[config.mk]
export PLATFORM = sky130hd
export DESIGN_NAME = decode_stage
export DESIGN_NICKNAME = d
export VERILOG_FILES = /design/src/rv_decode_pkg.sv /design/src/decode_stage.sv /design/src/operand_select.sv /design/src/imm_gen.sv /design/src/decode_control.sv
export VERILOG_INCLUDE_DIRS = /design/src /design/src/src
export SDC_FILE = /design/constraint.sdc
export NUM_CORES = 1
export LEC_CHECK = 0
export ABC_AREA = 1
export BUFFER_PORTS_ARGS = -buffer_cell sky130_fd_sc_hd__buf_2
export CAP_MARGIN = 5
export CORE_MARGIN = 5
export CORE_UTILIZATION = 42
export CTS_BUF_LIST = sky130_fd_sc_hd__clkbuf_2
export CTS_CLUSTER_DIAMETER = 150
export DETAILED_ROUTE_END_ITERATION = 6
export GPL_TIMING_DRIVEN = 0
export PLACE_DENSITY = 0.78
export SLEW_MARGIN = 20
export SYNTH_ARGS = -nofsm -noshare
export SYNTH_HDL_FRONTEND = slang
export SYNTH_SLANG_ARGS = --single-unit
[constraint.sdc]
create_clock -name clk -period 2.75 [get_ports clk]
set_clock_uncertainty 0.1 [all_clocks]
set_input_delay 0.4125 -clock clk [delete_from_list [all_inputs] [get_ports clk]]
set_output_delay 0.4125 -clock clk [all_outputs]
set_load 0.01 [all_outputs]
[src/rv_decode_config.svh]
`ifndef RV_DECODE_CONFIG_SVH
`define RV_DECODE_CONFIG_SVH

// datapath and register file widths
`define XLEN        32
`define REG_ADDR_W  5
`define INSTR_W     32
`define IMM_W       12  // I and S immediates before extension

// base instruction fields
`define OPCODE_HI   6
`define OPCODE_LO   0
`define RD_HI       11  // also low half of the S immediate
`define RD_LO       7
`define FUNCT3_HI   14
`define FUNCT3_LO   12
`define RS1_HI      19
`define RS1_LO      15
`define RS2_HI      24
`define RS2_LO      20
`define ALT_BIT     30  // funct7 alternate bit, SUB and SRA
`define SIGN_BIT    31

// immediate slices
`define IMM_I_HI    31
`define IMM_I_LO    20
`define IMM_S_HI    31  // upper seven bits of the S immediate
`define IMM_S_LO    25

`endif
[src/rv_decode_pkg.sv]
package rv_decode_pkg;

    // major opcodes handled by this stage
    typedef enum logic [6:0] {
        OP     = 7'b011_0011,  // register-register
        OP_IMM = 7'b001_0011,  // register-immediate
        LOAD   = 7'b000_0011,
        STORE  = 7'b010_0011
    } opcode_e;

    // operation code handed to the execute stage
    typedef enum logic [3:0] {
        NOP  = 4'd0,
        ADD  = 4'd1,
        SUB  = 4'd2,
        SLL  = 4'd3,
        SLT  = 4'd4,
        SLTU = 4'd5,
        XOR  = 4'd6,
        SRL  = 4'd7,
        SRA  = 4'd8,
        OR   = 4'd9,
        AND  = 4'd10
    } alu_op_e;

    typedef enum logic [1:0] {
        MEM_NOP   = 2'd0,
        MEM_LOAD  = 2'd1,
        MEM_STORE = 2'd2
    } mem_op_e;

    // access width and extension for loads, width only for stores
    typedef enum logic [2:0] {
        WORD          = 3'd0,
        BYTE_SIGNED   = 3'd1,
        HALF_SIGNED   = 3'd2,
        BYTE_UNSIGNED = 3'd3,
        HALF_UNSIGNED = 3'd4
    } wb_type_e;

    typedef enum logic [1:0] {
        IMM_NONE = 2'd0,
        IMM_I    = 2'd1,  // loads and OP-IMM
        IMM_S    = 2'd2   // stores
    } imm_sel_e;

endpackage

[src/decode_stage.sv]
`timescale 1ns/100ps
`include "rv_decode_config.svh"

module decode_stage (
    input  logic                    clk,
    input  logic                    reset,
    input  logic                    instr_valid,
    input  logic [`INSTR_W-1:0]     instr,
    input  logic [`XLEN-1:0]        rs1_data,
    input  logic [`XLEN-1:0]        rs2_data,
    input  logic [`XLEN-1:0]        alu_result,
    output logic [`REG_ADDR_W-1:0]  rs1_addr,
    output logic [`REG_ADDR_W-1:0]  rs2_addr,
    output logic [`XLEN-1:0]        ex_operand_a,
    output logic [`XLEN-1:0]        ex_operand_b,
    output rv_decode_pkg::alu_op_e  ex_alu_op,
    output rv_decode_pkg::mem_op_e  ex_mem_op,
    output rv_decode_pkg::wb_type_e ex_wb_type,
    output logic                    ex_reg_wb,
    output logic                    ex_alu_wb,
    output logic [`REG_ADDR_W-1:0]  ex_rd,
    output logic [`XLEN-1:0]        ex_store_data,
    output logic                    ex_illegal,
    output logic                    ex_valid
);
    import rv_decode_pkg::*;

    alu_op_e           alu_op;
    mem_op_e           mem_op;
    wb_type_e          wb_type;
    imm_sel_e          imm_sel;
    logic              reg_wb;
    logic              alu_wb;
    logic              use_rs1;
    logic              use_rs2;
    logic              illegal;
    logic              bubble;
    logic [`XLEN-1:0]  imm;
    logic [`XLEN-1:0]  operand_a;
    logic [`XLEN-1:0]  operand_b;
    logic [`XLEN-1:0]  store_data;

    decode_control decode_control_inst (
        .clk(clk), .reset(reset),
        .instr_valid(instr_valid), .instr(instr),
        .alu_op(alu_op), .mem_op(mem_op), .wb_type(wb_type), .imm_sel(imm_sel),
        .reg_wb(reg_wb), .alu_wb(alu_wb), .use_rs1(use_rs1), .use_rs2(use_rs2),
        .illegal(illegal), .bubble(bubble)
    );

    imm_gen imm_gen_inst (.instr(instr), .imm_sel(imm_sel), .imm(imm));

    // held rd and flags of the instruction in execute drive the bypass
    operand_select operand_select_inst (
        .clk(clk), .reset(reset), .instr(instr),
        .use_rs1(use_rs1), .use_rs2(use_rs2), .imm_sel(imm_sel), .mem_op(mem_op),
        .imm(imm), .rs1_data(rs1_data), .rs2_data(rs2_data), .alu_result(alu_result),
        .rd_q(ex_rd), .reg_wb_q(ex_reg_wb), .alu_wb_q(ex_alu_wb),
        .rs1_addr(rs1_addr), .rs2_addr(rs2_addr),
        .operand_a(operand_a), .operand_b(operand_b), .store_data(store_data)
    );

    // control half of the decode/execute register
    always_ff @(posedge clk) begin
        if (reset) begin
            ex_alu_op  <= NOP;
            ex_mem_op  <= MEM_NOP;
            ex_reg_wb  <= 1'b0;
            ex_alu_wb  <= 1'b0;
            ex_rd      <= '0;
            ex_illegal <= 1'b0;
            ex_valid   <= 1'b0;
        end else begin
            ex_alu_op  <= alu_op;
            ex_mem_op  <= mem_op;
            ex_reg_wb  <= reg_wb;
            ex_alu_wb  <= alu_wb;
            ex_rd      <= reg_wb ? instr[`RD_HI:`RD_LO] : '0;  // stores carry no rd
            ex_illegal <= illegal;
            ex_valid   <= !bubble && !illegal;
        end
    end

    // datapath half, overwritten every cycle
    always_ff @(posedge clk) begin
        ex_operand_a  <= operand_a;
        ex_operand_b  <= operand_b;
        ex_store_data <= store_data;
        ex_wb_type    <= wb_type;
    end

    // an illegal slot must reach execute without side effects
    ex_illegal_inert: assert property (@(posedge clk) disable iff (reset)
        ex_illegal |-> !ex_reg_wb && (ex_mem_op == MEM_NOP));

    // the register comes out of reset empty
    ex_empty_after_reset: assert property (@(posedge clk)
        reset |=> !ex_valid && !ex_reg_wb);

endmodule

[src/operand_select.sv]
`timescale 1ns/100ps
`include "rv_decode_config.svh"

module operand_select (
    input  logic                    clk,
    input  logic                    reset,
    input  logic [`INSTR_W-1:0]     instr,
    input  logic                    use_rs1,
    input  logic                    use_rs2,
    input  rv_decode_pkg::imm_sel_e imm_sel,
    input  rv_decode_pkg::mem_op_e  mem_op,
    input  logic [`XLEN-1:0]        imm,
    input  logic [`XLEN-1:0]        rs1_data,
    input  logic [`XLEN-1:0]        rs2_data,
    input  logic [`XLEN-1:0]        alu_result,   // execute result of the held instruction
    input  logic [`REG_ADDR_W-1:0]  rd_q,
    input  logic                    reg_wb_q,
    input  logic                    alu_wb_q,
    output logic [`REG_ADDR_W-1:0]  rs1_addr,
    output logic [`REG_ADDR_W-1:0]  rs2_addr,
    output logic [`XLEN-1:0]        operand_a,
    output logic [`XLEN-1:0]        operand_b,
    output logic [`XLEN-1:0]        store_data
);
    import rv_decode_pkg::*;

    logic fwd_a;  // rs1 written by the instruction now in execute

    // unused ports read x0 so the register file sees no spurious access
    assign rs1_addr = use_rs1 ? instr[`RS1_HI:`RS1_LO] : '0;
    assign rs2_addr = use_rs2 ? instr[`RS2_HI:`RS2_LO] : '0;

    // a load in execute has no result yet, only ALU writers forward
    assign fwd_a = use_rs1 && (rs1_addr == rd_q) && (rd_q != '0)
                   && reg_wb_q && alu_wb_q;

    assign operand_a = fwd_a   ? alu_result :
                       use_rs1 ? rs1_data   : '0;

    // immediate wins for OP-IMM, LOAD and STORE
    always_comb begin
        if (imm_sel != IMM_NONE)
            operand_b = imm;
        else if (use_rs2)
            operand_b = rs2_data;  // OP
        else
            operand_b = '0;
    end

    assign store_data = (mem_op == MEM_STORE) ? rs2_data : '0;

    // operand A of x0 always comes from the register file and never from the bypass
    fwd_not_x0: assert property (@(posedge clk) disable iff (reset)
        (use_rs1 && (rs1_addr == '0)) |-> (operand_a == rs1_data));

endmodule

[src/imm_gen.sv]
`timescale 1ns/100ps
`include "rv_decode_config.svh"

module imm_gen (
    input  logic [`INSTR_W-1:0]     instr,
    input  rv_decode_pkg::imm_sel_e imm_sel,
    output logic [`XLEN-1:0]        imm
);
    import rv_decode_pkg::*;

    logic [`IMM_W-1:0]       imm_i;  // raw 12-bit fields
    logic [`IMM_W-1:0]       imm_s;
    logic [`XLEN-`IMM_W-1:0] sign_ext;

    // I type, one contiguous slice
    assign imm_i = instr[`IMM_I_HI:`IMM_I_LO];

    // S type split around rs2 and rs1, low five bits sit in the rd slot
    assign imm_s = {instr[`IMM_S_HI:`IMM_S_LO], instr[`RD_HI:`RD_LO]};

    // both formats keep the sign in instruction bit 31
    assign sign_ext = {(`XLEN-`IMM_W){instr[`SIGN_BIT]}};

    always_comb begin
        case (imm_sel)
            IMM_I:   imm = {sign_ext, imm_i};
            IMM_S:   imm = {sign_ext, imm_s};
            default: imm = '0;  // OP, bubbles and illegal
        endcase
    end

endmodule

[src/decode_control.sv]
`timescale 1ns/100ps
`include "rv_decode_config.svh"

module decode_control (
    input  logic                    clk,
    input  logic                    reset,
    input  logic                    instr_valid,
    input  logic [`INSTR_W-1:0]     instr,
    output rv_decode_pkg::alu_op_e  alu_op,
    output rv_decode_pkg::mem_op_e  mem_op,
    output rv_decode_pkg::wb_type_e wb_type,
    output rv_decode_pkg::imm_sel_e imm_sel,
    output logic                    reg_wb,
    output logic                    alu_wb,   // 1 = write back from ALU, 0 = from memory
    output logic                    use_rs1,
    output logic                    use_rs2,
    output logic                    illegal,
    output logic                    bubble
);
    import rv_decode_pkg::*;

    opcode_e    opcode;
    logic [2:0] funct3;
    logic       alt;        // bit 30
    alu_op_e    alu_op_d;   // raw decode, before illegal gating
    mem_op_e    mem_op_d;
    wb_type_e   wb_type_d;
    imm_sel_e   imm_sel_d;
    logic       reg_wb_d;
    logic       alu_wb_d;
    logic       use_rs1_d;
    logic       use_rs2_d;

    // funct3 to ALU op, shared by OP and OP-IMM
    // SUB only exists in the register form, ADDI keeps bit 30 as immediate
    function automatic alu_op_e arith_op(input logic [2:0] f3, input logic alt_bit,
                                         input logic is_reg);
        case (f3)
            3'b000:  return (is_reg && alt_bit) ? SUB : ADD;
            3'b001:  return SLL;
            3'b010:  return SLT;
            3'b011:  return SLTU;
            3'b100:  return XOR;
            3'b101:  return alt_bit ? SRA : SRL;
            3'b110:  return OR;
            default: return AND;
        endcase
    endfunction

    assign opcode = opcode_e'(instr[`OPCODE_HI:`OPCODE_LO]);
    assign funct3 = instr[`FUNCT3_HI:`FUNCT3_LO];
    assign alt    = instr[`ALT_BIT];

    // empty slot or all-zero opcode is a pipeline bubble
    assign bubble = !instr_valid || (instr[`OPCODE_HI:`OPCODE_LO] == '0);

    always_comb begin
        alu_op_d  = NOP;       // inactive defaults
        mem_op_d  = MEM_NOP;
        wb_type_d = WORD;
        imm_sel_d = IMM_NONE;
        reg_wb_d  = 1'b0;
        alu_wb_d  = 1'b0;
        use_rs1_d = 1'b0;
        use_rs2_d = 1'b0;
        illegal   = 1'b0;
        if (!bubble) begin
            case (opcode)
                OP: begin
                    alu_op_d  = arith_op(funct3, alt, 1'b1);
                    reg_wb_d  = 1'b1;
                    alu_wb_d  = 1'b1;
                    use_rs1_d = 1'b1;
                    use_rs2_d = 1'b1;
                end
                OP_IMM: begin
                    alu_op_d  = arith_op(funct3, alt, 1'b0);
                    imm_sel_d = IMM_I;
                    reg_wb_d  = 1'b1;
                    alu_wb_d  = 1'b1;
                    use_rs1_d = 1'b1;
                end
                LOAD: begin
                    alu_op_d  = ADD;   // address = rs1 + imm
                    mem_op_d  = MEM_LOAD;
                    imm_sel_d = IMM_I;
                    reg_wb_d  = 1'b1;  // result comes from memory
                    use_rs1_d = 1'b1;
                    case (funct3)
                        3'b000:  wb_type_d = BYTE_SIGNED;    // LB
                        3'b001:  wb_type_d = HALF_SIGNED;    // LH
                        3'b010:  wb_type_d = WORD;           // LW
                        3'b100:  wb_type_d = BYTE_UNSIGNED;  // LBU
                        3'b101:  wb_type_d = HALF_UNSIGNED;  // LHU
                        default: illegal   = 1'b1;
                    endcase
                end
                STORE: begin
                    alu_op_d  = ADD;
                    mem_op_d  = MEM_STORE;
                    imm_sel_d = IMM_S;
                    use_rs1_d = 1'b1;  // base
                    use_rs2_d = 1'b1;  // store data
                    case (funct3)
                        3'b000:  wb_type_d = BYTE_SIGNED;  // SB
                        3'b001:  wb_type_d = HALF_SIGNED;  // SH
                        3'b010:  wb_type_d = WORD;         // SW
                        default: illegal   = 1'b1;
                    endcase
                end
                default: illegal = 1'b1;  // opcode outside the supported set
            endcase
        end
    end

    // an illegal instruction leaves the pipeline like a bubble
    assign alu_op  = illegal ? NOP      : alu_op_d;
    assign mem_op  = illegal ? MEM_NOP  : mem_op_d;
    assign wb_type = illegal ? WORD     : wb_type_d;
    assign imm_sel = illegal ? IMM_NONE : imm_sel_d;
    assign reg_wb  = reg_wb_d  && !illegal;
    assign alu_wb  = alu_wb_d  && !illegal;
    assign use_rs1 = use_rs1_d && !illegal;
    assign use_rs2 = use_rs2_d && !illegal;

    // a written register takes either the ALU or the load result, never both
    wb_one_source: assert property (@(posedge clk) disable iff (reset)
        reg_wb |-> (alu_wb != (mem_op == MEM_LOAD)));

endmodule

==> results of run 1 <==
[sequential cells by signal, summed over array words and instances, names as in the netlist]
| signal | flops |
|---|---|
| ex_alu_op | 4 |
| ex_alu_wb | 1 |
| ex_operand_a | 32 |
| ex_mem_op | 2 |
| ex_operand_b | 32 |
| ex_illegal | 1 |
| ex_reg_wb | 1 |
| ex_rd | 5 |
| ex_wb_type | 3 |
| ex_store_data | 32 |
| ex_valid | 1 |
[what timing repair did]
| item | CTS | global route |
|---|---|---|
| pin swaps | 0 | 1 |
| setup buffers | 0 | 2 |
| setup endpoints to repair | 1 | 37 |
| gates resized for setup | 0 | 15 |
| hold endpoints to repair | 113 | 0 |
| hold buffers | 130 | 0 |
[area by class of cell]
type / count / area [um^2]
buffer: 27 / 184
clock buffer: 18 / 90.1
clock inverter: 14 / 161
fill: 747 / 3180
inverter: 104 / 397
multi-input combinational: 356 / 1790
sequential: 114 / 2280
tap: 140 / 175
timing repair buffer: 384 / 2580
[cell families after synthesis]
kind of cell	after synthesis	synth area share, %
AOI/OAI and AO/OA	53	6.25
adders and majority gates	3	0.809
buffers and inverters	132	12.4
DFF	114	49.2
and+or+nand+nor	300	31.4
[critical path, cell delays in order]
cell and delay [ns]:
buf_2 0.11, inv_1 0.04, nand2_1 0.08, nor2_4 0.17, nand2_1 0.12, clkinv_2 0.11
nor2_1 0.06, nor2_2 0.18, nand2_2 0.10, buf_6 0.16, inv_4 0.07, nand2_4 0.07
nor2_8 0.11, inv_4 0.06, buf_6 0.17, ha_1 0.20, inv_2 0.10, o22ai_1 0.10
dlygate4sd3_1 0.57, nand2_1 0.06, o21ai_0 0.12
[metrics by stage]
| stage | instance area [um^2] | setup TNS (ns) |
|---|---|---|
| global route | 7660 | -0.00548 |
| detailed placement | 6080 | -20.14 |
| floorplan | 4640 | 0 |
| global placement | 6080 | -18.19 |
| CTS | 7630 | 0 |
| finish | 7660 | 0 |
[where the power goes]
part	leakage, uW	internal (uW)	switching, uW
clock	0.000146	507	683
combinational	0.00338	187	155
sequential	0.000918	1660	1.46
[layout by cell type (no fill, tap or decap), types with 2 or more instances in the layout]
| master | netlist | final |
|---|---|---|
| buf_2 | 8 | 259 |
| nand2_1 | 136 | 135 |
| dlygate4sd3_1 | 0 | 130 |
| dfxtp_1 | 114 | 114 |
| inv_1 | 100 | 99 |
| nor2_1 | 69 | 69 |
| nand3_1 | 43 | 43 |
| nor2_4 | 24 | 24 |
| clkbuf_2 | 0 | 23 |
| o21ai_0 | 18 | 18 |
| o21ai_1 | 15 | 15 |
| nor2_2 | 13 | 13 |
| a21oi_1 | 7 | 7 |
| buf_6 | 7 | 7 |
| o22ai_1 | 6 | 6 |
| nand4_1 | 5 | 5 |
| buf_4 | 3 | 5 |
| clkinv_2 | 1 | 4 |
| clkbuf_1 | 10 | 4 |
| nand2_4 | 2 | 3 |
| ha_1 | 3 | 3 |
| bufinv_16 | 0 | 3 |
| inv_6 | 0 | 3 |
| clkinvlp_4 | 0 | 3 |
| inv_2 | 1 | 2 |
| nand2_2 | 2 | 2 |
| inv_4 | 2 | 2 |
| o211ai_1 | 2 | 2 |
| nor3_1 | 2 | 2 |
| a31oi_1 | 2 | 2 |
| clkinv_1 | 0 | 2 |
[how the worst max path moves through the flow]
stage / from / endpoint / slack (ns) / depth (start not counted)
3_3_place_gp: instr[2] / ex_operand_b[29]$_DFF_P_ / -0.68 / 21
4_1_cts: instr[2] / ex_operand_b[24]$_DFF_P_ / 0.03 / 21
6_report: instr[2] / ex_operand_b[0]$_DFF_P_ / 0.04 / 21
5_1_grt: instr[2] / ex_operand_b[0]$_DFF_P_ / -0.005 / 21
2_1_floorplan: instr[0] / ex_operand_b[23]$_DFF_P_ / 0.002 / 19
3_5_place_dp: instr[2] / ex_operand_b[24]$_DFF_P_ / -0.74 / 21
[layer usage]
| layer | track usage (%) | part of all wire, % | vias to the layer above |
|---|---|---|---|
| met3 | 11.6 | 12 | 71 |
| met5 | 0 | 0 | - |
| met2 | 49.0 | 49 | 399 |
| li1 | - | - | 2636 |
| met4 | 12.9 | 3.7 | 0 |
| met1 | 28.7 | 35 | 2526 |
==> metrics.md, run 1 <==
| Metric | Value |
|---|---|
| WL final | 18.9 mm |
| Residual DRC count | 0 |
| Clock Sinks | 114 |
| Fin crit period | 2.71 ns |
| Clock Pin Slew Worst Setup and Hold Paths | ~0.19 ns |
| Worst setup path class | in2reg |
| Register area share after synthesis | 49.2% |
| Rel. slew slack | 68.2% |
| Routed len/inst | between 15 and 20 um |
| # setup viols final | 0 |
| Hold path depth | 5 |
| Count leader, synth | nand2_1 |
| Distinct cells, synth | 32 |
| Required time of the critical path | 3.22 ns |
| Synth cell count leaders | 136 x nand2_1, 114 x dfxtp_1, 100 x inv_1, 69 x nor2_1, 43 x nand3_1 |
| TritonCTS Buffers | 17 |
| Final nets | 1138 |
| First-pass DRT Iterations | 7 |
| Antenna violations before repair | 0 |
| Crit. End Element | flip-flop |
| Fmax | ~0.37 GHz |
| Placed Cells | 994 |
| Total track usage | 27.8% |
| Launch point of the worst reg-to-reg path | ex_rd[2]$_SDFF_PP0_ |
| Share of cells above drive strength 1 | 35.0% |
| DR vias/cell | 4.87 |
| Detailed-route via count | 5632 |
| Initial DRC count | between 500 and 600 |
| Largest net degree at the start of global routing | 20 |
| Final setup margin | 0.0392 ns |
| Mapped Cells | 602 |
| Core ar. | 10800 um^2 |
| Clock insertion delay at the later pin of the skew report | around 0.68 ns |
| Worst-path maximum fanout | 11 |
| RePlAce Congestion | 0.932 |
| Die footprint | 13300 um^2 |
| Die Y | 115 um |
| ANT cells | 0 |
| Synthesized Nets | between 700 and 800 |
| Root buffer cell | clkbuf_2 |
| Max-cap violations | 0 |
| Reg2Reg Setup Slack | roughly 0.34 ns |
| Dpl ws | -0.736 ns |
| Fin Hold WS | ~0.08 ns |
| H-tree levels | 4 |
| Hold EP | ex_store_data[1]$_SDFF_PP0_ |
| First-pass GRT wire length | roughly 28 mm |
| Synthesized area | ~4600 um^2 |
| R2R depth | 11 |
| Clock Path Buffers | 2 |
| WP data arrival | 3.18 ns |
| Design Power | 3190 uW |
| Post-synth EDFFs | 0 |
| R2R Path End | ex_operand_a[10]$_DFF_P_ |
| Synth Warn # | 0 |
| Num rows | 38 |
| Share of flip-flops with an asynchronous set or reset | 0% |
| Number of synthesized register bits | 114 |
| Slew Limit Fails | 0 |
| Vias in the first global route | 5733 |
| Final hold viol count | 0 |
| Tcrit/Tclk final | a little over nine tenths |
| Worst hold path class | in2reg |
| Total power divided by cell area | 417 nW/um^2 |
| Hold path start | instr[5] |
| VDD IR max | 0.396 mV |
| CTS tree | done |
| Main flop type after synthesis | dfxtp_1 |
| Detail Placement HPWL | 11.4 mm |
| Status | completed |
| Io pins | between 200 and 300 |
| Die W | 115 um |
| Starting Density | 42.8% |
| Leakage power | 0.00445 uW |
| DRT antenna net count | 0 |
| Final Non-Filler Cells | 1157 |
| Synth area leaders | dfxtp_1 49%, nand2_1 11%, inv_1 8.1%, nor2_4 5.8%, nor2_1 5.6% |
| Grt ovf | 0 |
| Worst-Margin Slew | 0.478 ns |
| Crit start category | input pin |
| Synth top area share | 49.2% |
| Mean Syn Cell Area | 7.71 um^2 |
| Area grow syn2layout | 65.0% |
| Post-synth top area cell | dfxtp_1 |
| Final Util | 70.6% |
| IO buf count | about 250 |
No activity file was read; power rests on OpenSTA's default activity.
==> run 2: changes to the inputs <==
PLACE_DENSITY = 0.77   (was 0.78)
SYNTH_HIERARCHICAL = 1   (was default)
==> run 2 against run 1 <==
Net effect: worst setup slack better by 0.13 ns; core utilization down 1.7 points; design area up 2.8%; sequential share of layout area is 0.81 points lower; synthesized area is 5.8% higher; total power decreased by 2.3%; register-to-register slack gained 0.31 ns; non-clock buffer count is 19 higher; critical path depth is 5 lower; global-route usage shrank 1.7 points; count of clock-buffer cells in the layout is 2 higher; combinational power fell by 9.6%; critical endpoint is now ex_operand_a[12]$_DFF_P_.
==> metrics.md, run 2 <==
| Metric | Value |
|---|---|
| Status | completed |
| Tcrit/Tclk final | 94.0% |
| Xor and xnor area share after synthesis | 0% |
| WL final | 18.4 mm |
| Number of synthesized register bits | 114 |
| # setup viols final | 0 |
| Clock Sinks | between 100 and 150 |
| Detailed-route via count | 5878 |
| Antenna violations before repair | 0 |
| Detail Placement HPWL | ~12 mm |
| Commonest non-fill, non-tap cell in the layout | buf_2 |
| Area grow syn2layout | 60.2% |
| CTS tree | done |
| Residual DRC count | 0 |
| DRT antenna net count | 0 |
| Crit. End Element | flip-flop |
| Synthesized area | between 4000 and 5000 um^2 |
| Hold path depth | 4 |
| Crit start category | input pin |
| Share of flip-flops with an asynchronous set or reset | 0% |
| Final nets | 1225 |
| Worst-path maximum fanout | 10 |
| Synth area leaders | dfxtp_1 46%, nand2_1 17%, inv_1 8.4%, nor2_1 4.6%, nand3_1 4.4% |
| Final Util | between 60% and 70% |
| R2R depth | 9 |
| IO buf count | 252 |
| RSZ-0062 raised after global routing | false |
| Post-synthesis mux area share | 0% |
| Die Y | 118 um |
| Leakage power | about 0.0047 uW |
| Total power divided by cell area | 396 nW/um^2 |
| Worst hold path class | in2reg |
| Clock Pin Slew Worst Setup and Hold Paths | around 0.17 ns |
| # fillers | 871 |
| Core ar. | about 11000 um^2 |
| Most frequent cells in the layout | 255 x buf_2, 226 x nand2_1, 126 x dlygate4sd3_1, 114 x dfxtp_1, 110 x inv_1 |
| DR vias/cell | 4.71 |
| H-tree levels | 4 |
| Worst setup path class | in2reg |
| Vias in the first global route | approximately 6000 |
| First-pass GRT wire length | 29.6 mm |
| Post-synth EDFFs | 0 |
| Required time of the critical path | between 3 and 4 ns |
| Share of cells above drive strength 1 | 32.3% |
| Grt ovf | 0 |
| Simple-gate share of the synthesized area | 30.9% |
| Routed len/inst | ~15 um |
| Io pins | 255 |
| Total track usage | about a quarter |
| Synth top area share | between 40% and 50% |
| Max-cap violations | 0 |
| Mapped Cells | 695 |
| Count leader, synth | nand2_1 |
| WP data arrival | between 3 and 4 ns |
| Initial DRC count | 330 |
| Synth cell count leaders | 226 x nand2_1, 114 x dfxtp_1, 110 x inv_1, 60 x nor2_1, 43 x nand3_1 |
| Fmax | 0.387 GHz |
| Largest family of logic cells by synthesized area | simple AND/OR/NAND/NOR gates |
| Fin crit period | 2.58 ns |
| Mean Syn Cell Area | about 7.1 um^2 |
| Clock Path Buffers | 2 |
| Post-synth top area cell | dfxtp_1 |
| Setup TNS | 0 ns |
| Die footprint | 14000 um^2 |
| First-pass DRT Iterations | 5 |
| VDD IR max | 0.403 mV |
| Root buffer cell | clkbuf_2 |
| Main flop type after synthesis | dfxtp_1 |
| Register area share after synthesis | 46.5% |
| Design Power | a little over 3000 uW |
| ANT cells | 0 |
| Final hold viol count | 0 |
| Synth Area in Compound Gates | 6.55% |
| Synthesized Nets | 828 |
| Distinct cells, synth | 25 |
| Top Registers | ex_operand_a: 32 flops, ex_operand_b: 32 flops, ex_store_data: 32 flops |
| Starting Density | 43.0% |
| Die W | 118 um |
| Adder-cell share of the synthesized area | 0.509% |
| Worst-Margin Slew | 0.539 ns |
| RePlAce Congestion | 0.863 |
| Slew Limit Fails | 0 |
| TritonCTS Buffers | 17 |
| Rel. slew slack | between 60% and 70% |
| Num rows | 39 |
| Clock insertion delay at the later pin of the skew report | 0.66 ns |
| Synth Warn # | 6 |
| Largest net degree at the start of global routing | 22 |
==> run 2: cell type report <==
class,count,area (um^2),area share [%]
Buffer,51,334,4.24
Clock buffer,20,100,1.27
Clock inverter,12,140,1.78
Inverter,113,432,5.48
Multi-Input combinational cell,416,1870,23.8
Sequential cell,114,2280,29.0
Tap cell,143,179,2.27
Timing Repair Buffer,379,2530,32.1
==> run 2: final timing paths <==
kind | start | slack (ns) | endpoint
setup reg to reg | ex_alu_wb$_SDFF_PP0_ | 0.65 | ex_operand_a[12]$_DFF_P_
hold / removal | instr[5] | 0.11 | ex_operand_b[31]$_DFF_P_
setup / recovery | instr_valid | 0.17 | ex_operand_a[12]$_DFF_P_
hold reg to reg | ex_rd[4]$_SDFF_PP0_ | 1.21 | ex_operand_a[0]$_DFF_P_
==> run 2: stage by stage <==
stage	hold slack, ns	instances	instance area (um^2)	worst slack (ns)
2_1_floorplan	0.423	695	4910	0.0236
3_3_place_gp	0.506	1090	6350	-0.712
3_5_place_dp	0.508	1090	6350	-0.730
4_1_cts	0.00464	1247	7850	0.0165
5_1_grt	0.0399	1248	7870	0.0281
6_report	0.108	1248	7870	0.166
==> run 2: report_power, final <==
part / switching [uW] / internal, uW
Sequential: 1.84 / 1660
Clock: 643 / 505
Combinational: 131 / 178
Total: 776 / 2340
==> run 2: worst max-delay path, stage by stage <==
cell and delay, ns:
dlygate4sd3_1 0.53, buf_2 0.14, o21ai_4 0.08, nor2_4 0.05, buf_4 0.15, buf_4 0.17
nand2_1 0.10, nor2_1 0.05, nor2_1 0.13, nand2_1 0.07, nor2_1 0.08, nand2_1 0.14
buf_2 0.23, nand2_1 0.10, nand2_1 0.06, dlygate4sd3_1 0.56
==> run 2: cell families (layout without fill, tap and decap cells) <==
group,after synthesis,count (layout)
compound gates,54,54
buf+inv,165,575
simple gates,360,360
fa+ha+maj,2,2
flops,114,114
==> run 2: timing repair <==
item	CTS	global route
buffers inserted	0	1
hold endpoints to repair	114	1
resized for setup	4	2
hold buffers	125	1
setup endpoints to repair	5	28
pin swaps	0	1
==> run 2: routing by layer <==
layer	vias to the layer above	wire length [um]	global-route usage, %
li1	2847	-	-
met1	2652	6570	26.4
met2	328	9150	46.6
met3	51	2070	11.0
met4	0	641	12.0
met5	-	0	0
